`config.mk`:
```
export PLATFORM = sky130hd
export DESIGN_NAME = uart_ctrl
export DESIGN_NICKNAME = d
export VERILOG_FILES = /design/src/source/uart_pkg.sv /design/src/source/uart_baud_gen.sv /design/src/source/uart_rx_sampler.sv /design/src/source/uart_rx_framer.sv /design/src/source/uart_tx_framer.sv /design/src/source/uart_ctrl.sv
export SDC_FILE = /design/constraint.sdc
export NUM_CORES = 1
export LEC_CHECK = 0
export BUFFER_PORTS_ARGS = -buffer_cell sky130_fd_sc_hd__buf_2
export CAP_MARGIN = 5
export CORE_MARGIN = 8
export CORE_UTILIZATION = 57
export DETAILED_ROUTE_END_ITERATION = 10
export GPL_TIMING_DRIVEN = 0
export PLACE_DENSITY = 0.8
export SETUP_SLACK_MARGIN = 0.3
export SLEW_MARGIN = 20
export SYNTH_ARGS = -nofsm -noshare
export SYNTH_HDL_FRONTEND = slang
export SYNTH_SLANG_ARGS = --single-unit
```
`constraint.sdc`:
```
create_clock -name Slow_clk -period 2.74 [get_ports Slow_clk]
set_input_delay 0.548 -clock Slow_clk [delete_from_list [all_inputs] [get_ports Slow_clk]]
set_output_delay 0.548 -clock Slow_clk [all_outputs]
set_load 0.02 [all_outputs]
```
`src/source/uart_pkg.sv`:
```
`default_nettype none

package uart_pkg;

  // sampling ticks per serial bit
  localparam int OVERSAMPLE = 8;
  localparam int OS_CNT_W = $clog2(OVERSAMPLE);

  // oversampled values that take part in the receive vote
  localparam int SAMPLE_DEPTH = 5;
  localparam int VOTE_W = $clog2(SAMPLE_DEPTH + 1);

  // bit timer load on a start edge, lands the next samples mid-bit
  localparam int RX_START_OFFSET = 2;

  // number of data bits minus one
  typedef logic [2:0] data_len_t;
  typedef logic [7:0] uart_byte_t;
  // baud divider reload value
  typedef logic [19:0] clk_div_t;
  typedef logic [2:0] bit_cnt_t;
  typedef logic [OS_CNT_W-1:0] os_cnt_t;
  typedef logic [VOTE_W-1:0] vote_cnt_t;

  typedef enum logic [1:0] {
    parity_none,
    parity_even,
    parity_odd
  } parity_e;

  typedef enum logic {
    stop_one,
    stop_two
  } stop_e;

  typedef enum logic [2:0] {
    tx_idle,
    tx_start,
    tx_data,
    tx_parity,
    tx_stop
  } tx_state_e;

  typedef enum logic [2:0] {
    rx_idle,
    rx_start,
    rx_data,
    rx_parity,
    rx_stop
  } rx_state_e;

endpackage

`default_nettype wire

```
`src/source/uart_baud_gen.sv`:
```
`timescale 1ns/1ns
`default_nettype none

module uart_baud_gen (
  input  wire                 Slow_clk,
  input  wire                 rst_n,
  input  wire uart_pkg::clk_div_t clock_divider,
  output logic                sample_tick
);
  import uart_pkg::*;

  clk_div_t counter;

  // one tick per clock_divider+1 cycles on the reload cycle
  assign sample_tick = (counter == '0);

  always_ff @(posedge Slow_clk) begin
    if (!rst_n) begin
      counter <= '0;
    end else if (sample_tick) begin
      counter <= clock_divider;
    end else begin
      counter <= counter - clk_div_t'(1);
    end
  end

endmodule

`default_nettype wire

```
`src/source/uart_rx_sampler.sv`:
```
`timescale 1ns/1ns
`default_nettype none

module uart_rx_sampler (
  input  wire  Slow_clk,
  input  wire  rst_n,
  input  wire  sample_tick,
  input  wire  rxd,
  output logic rx_bit,
  output logic rx_tick
);
  import uart_pkg::*;

  logic [1:0] sync_q;
  logic [SAMPLE_DEPTH-2:0] samples_q;
  logic [SAMPLE_DEPTH-1:0] window;
  vote_cnt_t ones;

  // live synchronized value plus the older samples
  assign window = {samples_q, sync_q[1]};

  always_comb begin
    ones = '0;
    for (int i = 0; i < SAMPLE_DEPTH; i++) begin
      ones = ones + vote_cnt_t'(window[i]);
    end
  end

  // two-flop synchronizer, line idles high
  always_ff @(posedge Slow_clk) begin
    if (!rst_n) begin
      sync_q <= '1;
    end else begin
      sync_q <= {sync_q[0], rxd};
    end
  end

  always_ff @(posedge Slow_clk) begin
    if (!rst_n) begin
      samples_q <= '1;
      rx_bit    <= 1'b1;
      rx_tick   <= 1'b0;
    end else begin
      rx_tick <= sample_tick;
      if (sample_tick) begin
        samples_q <= window[SAMPLE_DEPTH-2:0];
        // majority of five, a short glitch cannot flip it
        rx_bit    <= (ones > vote_cnt_t'(SAMPLE_DEPTH / 2));
      end
    end
  end

endmodule

`default_nettype wire

```
`src/source/uart_rx_framer.sv`:
```
`timescale 1ns/1ns
`default_nettype none

module uart_rx_framer (
  input  wire                    Slow_clk,
  input  wire                    rst_n,
  input  wire                    rx_bit,
  input  wire                    rx_tick,
  input  wire uart_pkg::data_len_t data_length,
  input  wire uart_pkg::parity_e   parity,
  input  wire uart_pkg::stop_e     stop,
  output logic                   read_valid,
  output uart_pkg::uart_byte_t   read_data
);
  import uart_pkg::*;

  rx_state_e state;
  os_cnt_t   bit_timer;
  bit_cnt_t  bit_cnt;
  bit_cnt_t  stop_last;
  logic      bit_tick;
  logic      parity_acc;

  // timer wraps through zero to give one bit every OVERSAMPLE rx ticks
  assign bit_tick  = rx_tick && (bit_timer == '0);
  assign stop_last = (stop == stop_two) ? bit_cnt_t'(1) : '0;

  always_ff @(posedge Slow_clk) begin
    if (!rst_n) begin
      state      <= rx_idle;
      bit_timer  <= '0;
      bit_cnt    <= '0;
      parity_acc <= 1'b0;
      read_valid <= 1'b0;
    end else begin
      read_valid <= 1'b0;
      if (rx_tick) begin
        bit_timer <= bit_timer - os_cnt_t'(1);
      end
      case (state)
        rx_idle: begin
          // falling edge realigns the timer to mid-bit
          if (rx_tick && !rx_bit) begin
            state     <= rx_start;
            bit_timer <= os_cnt_t'(RX_START_OFFSET);
          end
        end
        rx_start: begin
          if (bit_tick) begin
            // still high at mid-bit means it was a glitch
            state      <= rx_bit ? rx_idle : rx_data;
            bit_cnt    <= '0;
            parity_acc <= (parity == parity_odd);
          end
        end
        rx_data: begin
          if (bit_tick) begin
            read_data[bit_cnt] <= rx_bit;
            parity_acc         <= parity_acc ^ rx_bit;
            bit_cnt            <= bit_cnt + bit_cnt_t'(1);
            if (bit_cnt == data_length) begin
              bit_cnt <= '0;
              if (parity == parity_none) begin
                state      <= rx_stop;
                read_valid <= 1'b1;
              end else begin
                state <= rx_parity;
              end
            end
          end
        end
        rx_parity: begin
          if (bit_tick) begin
            bit_cnt <= '0;
            if (parity_acc == rx_bit) begin
              state      <= rx_stop;
              read_valid <= 1'b1;
            end else begin
              state <= rx_idle;
            end
          end
        end
        rx_stop: begin
          if (bit_tick) begin
            bit_cnt <= bit_cnt + bit_cnt_t'(1);
            // framing error or last stop bit seen
            if (!rx_bit || bit_cnt == stop_last) begin
              state <= rx_idle;
            end
          end
        end
        default: begin
          state <= rx_idle;
        end
      endcase
    end
  end

endmodule

`default_nettype wire

```
`src/source/uart_tx_framer.sv`:
```
`timescale 1ns/1ns
`default_nettype none

module uart_tx_framer (
  input  wire                     Slow_clk,
  input  wire                     rst_n,
  input  wire                     sample_tick,
  input  wire                     write_valid,
  input  wire uart_pkg::uart_byte_t write_data,
  input  wire uart_pkg::data_len_t  data_length,
  input  wire uart_pkg::parity_e    parity,
  input  wire uart_pkg::stop_e      stop,
  output logic                    write_ready,
  output logic                    txd
);
  import uart_pkg::*;

  tx_state_e state;
  os_cnt_t   prescaler;
  bit_cnt_t  bit_cnt;
  bit_cnt_t  stop_last;
  logic      bit_tick;
  logic      last_data;
  logic      parity_acc;
  logic      txd_next;

  // every eighth sample tick of the free-running prescaler ends a bit
  assign bit_tick  = sample_tick && (prescaler == os_cnt_t'(OVERSAMPLE - 1));
  assign last_data = (bit_cnt == data_length);
  assign stop_last = (stop == stop_two) ? bit_cnt_t'(1) : '0;

  // byte is consumed once its last data bit has gone out
  assign write_ready = (state == tx_data) && bit_tick && last_data;

  always_comb begin
    case (state)
      tx_start:  txd_next = 1'b0;
      tx_data:   txd_next = write_data[bit_cnt];
      tx_parity: txd_next = parity_acc;
      default:   txd_next = 1'b1;
    endcase
  end

  always_ff @(posedge Slow_clk) begin
    if (!rst_n) begin
      prescaler <= '0;
    end else if (sample_tick) begin
      prescaler <= prescaler + os_cnt_t'(1);
    end
  end

  always_ff @(posedge Slow_clk) begin
    if (!rst_n) begin
      state      <= tx_idle;
      bit_cnt    <= '0;
      parity_acc <= 1'b0;
      txd        <= 1'b1;
    end else begin
      txd <= txd_next;
      case (state)
        tx_idle: begin
          if (write_valid && bit_tick) begin
            state <= tx_start;
          end
        end
        tx_start: begin
          if (bit_tick) begin
            state      <= tx_data;
            bit_cnt    <= '0;
            // odd parity seeds the running xor with one
            parity_acc <= (parity == parity_odd);
          end
        end
        tx_data: begin
          if (bit_tick) begin
            parity_acc <= parity_acc ^ txd_next;
            bit_cnt    <= bit_cnt + bit_cnt_t'(1);
            if (last_data) begin
              bit_cnt <= '0;
              state   <= (parity == parity_none) ? tx_stop : tx_parity;
            end
          end
        end
        tx_parity: begin
          if (bit_tick) begin
            state   <= tx_stop;
            bit_cnt <= '0;
          end
        end
        tx_stop: begin
          if (bit_tick) begin
            bit_cnt <= bit_cnt + bit_cnt_t'(1);
            // next frame follows with no idle bit in between
            if (bit_cnt == stop_last) begin
              state <= write_valid ? tx_start : tx_idle;
            end
          end
        end
        default: begin
          state <= tx_idle;
        end
      endcase
    end
  end

endmodule

`default_nettype wire

```
`src/source/uart_ctrl.sv`:
```
`timescale 1ns/1ns
`default_nettype none

module uart_ctrl (
  input  wire                     Slow_clk,
  input  wire                     rst_n,
  input  wire uart_pkg::data_len_t  data_length,
  input  wire uart_pkg::parity_e    parity,
  input  wire uart_pkg::stop_e      stop,
  input  wire uart_pkg::clk_div_t   clock_divider,
  input  wire                     write_valid,
  input  wire uart_pkg::uart_byte_t write_data,
  input  wire                     rxd,
  output logic                    write_ready,
  output logic                    read_valid,
  output uart_pkg::uart_byte_t    read_data,
  output logic                    txd
);
  import uart_pkg::*;

  logic sample_tick;
  logic rx_bit;
  logic rx_tick;

  // one tick source paces both directions
  uart_baud_gen u_baud_gen (
    .Slow_clk      (Slow_clk),
    .rst_n         (rst_n),
    .clock_divider (clock_divider),
    .sample_tick   (sample_tick)
  );

  uart_rx_sampler u_rx_sampler (
    .Slow_clk    (Slow_clk),
    .rst_n       (rst_n),
    .sample_tick (sample_tick),
    .rxd         (rxd),
    .rx_bit      (rx_bit),
    .rx_tick     (rx_tick)
  );

  uart_rx_framer u_rx_framer (
    .Slow_clk    (Slow_clk),
    .rst_n       (rst_n),
    .rx_bit      (rx_bit),
    .rx_tick     (rx_tick),
    .data_length (data_length),
    .parity      (parity),
    .stop        (stop),
    .read_valid  (read_valid),
    .read_data   (read_data)
  );

  uart_tx_framer u_tx_framer (
    .Slow_clk    (Slow_clk),
    .rst_n       (rst_n),
    .sample_tick (sample_tick),
    .write_valid (write_valid),
    .write_data  (write_data),
    .data_length (data_length),
    .parity      (parity),
    .stop        (stop),
    .write_ready (write_ready),
    .txd         (txd)
  );

endmodule

`default_nettype wire

```
==> impl_metrics.env <==
export IMPL_post_route_period_util_pct=98.7
export IMPL_async_reset_ff_share_pct=0
export IMPL_cp_max_fo=3
export IMPL_grt_first_pass_wirelength_um=12600
export IMPL_nets=477
export IMPL_rsz0062_at_grt="yes"
export IMPL_cts_buffer_depth=2
export IMPL_grt_start_max_net_pins=11
export IMPL_synth_flop_cell="dfxtp_1"
export IMPL_worst_ep_arrival_time_ps=2160
export IMPL_die_y_um=90.1
export IMPL_totalWireLength_um=7460
export IMPL_first_global_vias=2878
export IMPL_critPathLaunchType="flip-flop"
export IMPL_ys_ff_latch=58
export IMPL_status="completed"
export IMPL_slew_headroom_pct=45.7
export IMPL_cts_tree="done"
export IMPL_core_area_mm2=0.00541
export IMPL_cts_htree_levels=3
export IMPL_rr_startpoint="u_baud_gen.counter[7]$_SDFF_PN0_"
export IMPL_crit_family="simple AND/OR/NAND/NOR gates"
export IMPL_final_cell_count_no_fill=505
export IMPL_slowest_delay_ps=540
export IMPL_synth_edf_count=8
export IMPL_die_area_mm2=0.00812
export IMPL_syn_inst=359
export IMPL_path_common_cell="buf_6"
export IMPL_drcViolationCount=0
export IMPL_power_density_mw_per_mm2=991
export IMPL_netlist_area_mm2=0.00313
export IMPL_area_growth_pct=21.1
export IMPL_pre_cts_ws_ps=213
export IMPL_fillers=420
export IMPL_worst_slack_ps=34.4
export IMPL_dpl_hpwl_um=5150
export IMPL_final_hold_viol_count=0
export IMPL_hold_class="primary input to flip-flop"
export IMPL_fmax_ghz=0.370
export IMPL_gr_usage_all_layers_pct=18.5
export IMPL_ys_seq_area_share_pct=39.7
export IMPL_hold_worst_slack_ps=398
export IMPL_critPathLaunch="u_baud_gen.counter[7]$_SDFF_PN0_"
export IMPL_die_x_um=90.1
export IMPL_synth_top_cell_by_area="dfxtp_1"
export IMPL_clock_sinks=58
export IMPL_num_rows=27
export IMPL_power_leakage_nw=1.54
export IMPL_numCtsBuffers=9
export IMPL_syn_num_nets=408
export IMPL_clk_latency_ps=340
export IMPL_dr_pass1_iters=4
export IMPL_cp_required_ps=2190
export IMPL_finalClockSkew_ps=7.21
export IMPL_finalSetupViolCount=0
export IMPL_fin_setup_tns_ps=0
export IMPL_num_vias=2874
export IMPL_synth_distinct_cells=55
export IMPL_hold_start="rxd"
export IMPL_antenna_left=0
export IMPL_drtIter0Drc=133
export IMPL_routed_via_density=5.69
export IMPL_initial_core_util_pct=57.9
export IMPL_io_pins=49
export IMPL_worst_pin_slew_ps=803
export IMPL_port_buffer_count=48
export IMPL_final_min_clock_period_ps=2710
export IMPL_cpMaxStageDelayCell="or4_4"
export IMPL_antenna_found_initial=0
export IMPL_path_cells="or4_4 > buf_6 > nor4b_4 > and4_4 > and3_4 > buf_6"
export IMPL_synth_area_per_cell_um2=8.72
export IMPL_final_max_slew_viol_count=0
export IMPL_endpoint_kind="output port"
export IMPL_post_place_cells=479
export IMPL_grt_ovfl_total=0
export IMPL_cts_root_buf="clkbuf_8"
export IMPL_maxCapViolCount=0
export IMPL_ys_warn_count=0
export IMPL_synthTopCellsByCount="dfxtp_1 (50), nor2_1 (45), nand2_1 (23)"
export IMPL_peakVddDrop_uv=778
export IMPL_yosysMostFrequentCell="dfxtp_1"
export IMPL_cts_reportedPaths_clkPinSlew_ps=60
export IMPL_netlist_area_leader_share_pct=32.0
export IMPL_wl_per_cell_um=14.8
export IMPL_layout_drive_gt1_share_pct=23.3
export IMPL_crit_type="flip-flop to output port"
export IMPL_place_gp_congestion=0.855
export IMPL_synth_top_cells_by_area="dfxtp_1 (32%), edfxtp_1 (7.7%), nor2_1 (5.4%)"
export IMPL_path_buf_inv=2
export IMPL_n_antenna_cell=0
[layer usage]
layer	routed length, um	up-vias	global-route usage (%)
met5	0	-	0
met3	450	16	4.57
met2	3520	89	30.7
met4	139	0	9.57
li1	-	1421	-
met1	3350	1348	21.5
[metrics by stage]
step           utilization, %  power [mW]  area (um^2)
2_1_floorplan               -        2.34         3130
5_1_grt                  70.1        4.02         3790
6_report                 70.1        3.76         3790
4_1_cts                  68.8        3.56         3720
3_5_place_dp             64.0        2.66         3460
3_3_place_gp             64.0        2.59         3460
[placed cells by master, fill, tap and decap left out, types with 3 or more instances in the layout]
| cell type | synthesis | final |
|---|---|---|
| nor4_1 | 5 | 4 |
| buf_2 | 2 | 49 |
| clkbuf_8 | 0 | 9 |
| inv_1 | 17 | 17 |
| nand2b_1 | 11 | 11 |
| nand2_1 | 23 | 23 |
| o31ai_1 | 3 | 3 |
| xor2_1 | 12 | 12 |
| o21ai_0 | 19 | 19 |
| nor2_1 | 45 | 45 |
| nand4_1 | 4 | 4 |
| nor3_1 | 15 | 14 |
| o211ai_1 | 5 | 5 |
| nor2b_1 | 7 | 7 |
| clkbuf_2 | 0 | 3 |
| nand3_1 | 9 | 9 |
| edfxtp_1 | 8 | 8 |
| or3_2 | 3 | 3 |
| clkbuf_1 | 19 | 16 |
| xnor2_1 | 13 | 13 |
| ha_1 | 9 | 9 |
| a21oi_1 | 18 | 17 |
| and2_1 | 3 | 3 |
| dfxtp_1 | 50 | 48 |
| buf_4 | 0 | 10 |
| mux2i_1 | 8 | 8 |
[power breakdown]
part           switching [mW]  total (mW)  internal (mW)  leakage, nW
clock                   0.342       0.753          0.412       0.0874
sequential              0.183        1.24           1.06        0.477
combinational           0.925        1.76          0.836        0.974
total                    1.45        3.76           2.31         1.54
[repair_timing]
item	4_1_cts	5_1_grt
pin swaps	3	2
setup buffers	6	4
hold buffers	0	0
gates resized for setup	10	14
setup endpoints to repair	16	26
cloned	0	0
[sequential cells by signal (all words and copies together), names as in the netlist]
| signal | count |
|---|---|
| u_baud_gen.counter | 20 |
| u_rx_framer.state | 3 |
| u_tx_framer.prescaler | 3 |
| u_tx_framer.txd | 1 |
| u_rx_framer.parity_acc | 1 |
| u_rx_framer.bit_timer | 3 |
| u_rx_sampler.rx_bit | 1 |
| u_rx_framer.read_valid | 1 |
| u_rx_sampler.samples_q | 4 |
| u_tx_framer.state | 3 |
| u_rx_sampler.sync_q | 2 |
| u_rx_framer.read_data | 8 |
| u_rx_framer.bit_cnt | 3 |
| u_tx_framer.bit_cnt | 3 |
| u_rx_sampler.rx_tick | 1 |
| u_tx_framer.parity_acc | 1 |
[area by class of cell]
cell class | instances | area, um^2 | share of cell area [%]
flip-flops and latches | 58 | 1240 | 32.8
plain buffers | 21 | 92.6 | 2.44
clock buffers | 10 | 128 | 3.37
repair buffers | 58 | 322 | 8.48
inverters | 17 | 63.8 | 1.68
well taps | 72 | 90.1 | 2.38
clock inverters | 6 | 57.6 | 1.52
multi-input cells | 263 | 1790 | 47.3
[kinds of logic after synthesis]
family / after synthesis / synth area share [%]
and+or+nand+nor: 148 / 25.5
adders and majority gates: 11 / 4.88
buffers and inverters: 38 / 4.64
DFF: 58 / 39.7
muxes: 11 / 4.36
xor gates and xnor gates: 25 / 7.00
AOI/OAI and AO/OA: 68 / 14.0
[worst paths after layout]
check | to | slack [ps] | cells after the start
min | u_rx_sampler.sync_q[0]$_SDFF_PN1_ | 400 | 2
max reg2reg | u_tx_framer.bit_cnt[0]$_SDFFE_PN0P_ | 380 | 8
max | write_ready | 30 | 6
min reg2reg | u_rx_sampler.sync_q[1]$_SDFF_PN1_ | 410 | 1
No activity file was read; power rests on OpenSTA's default activity.
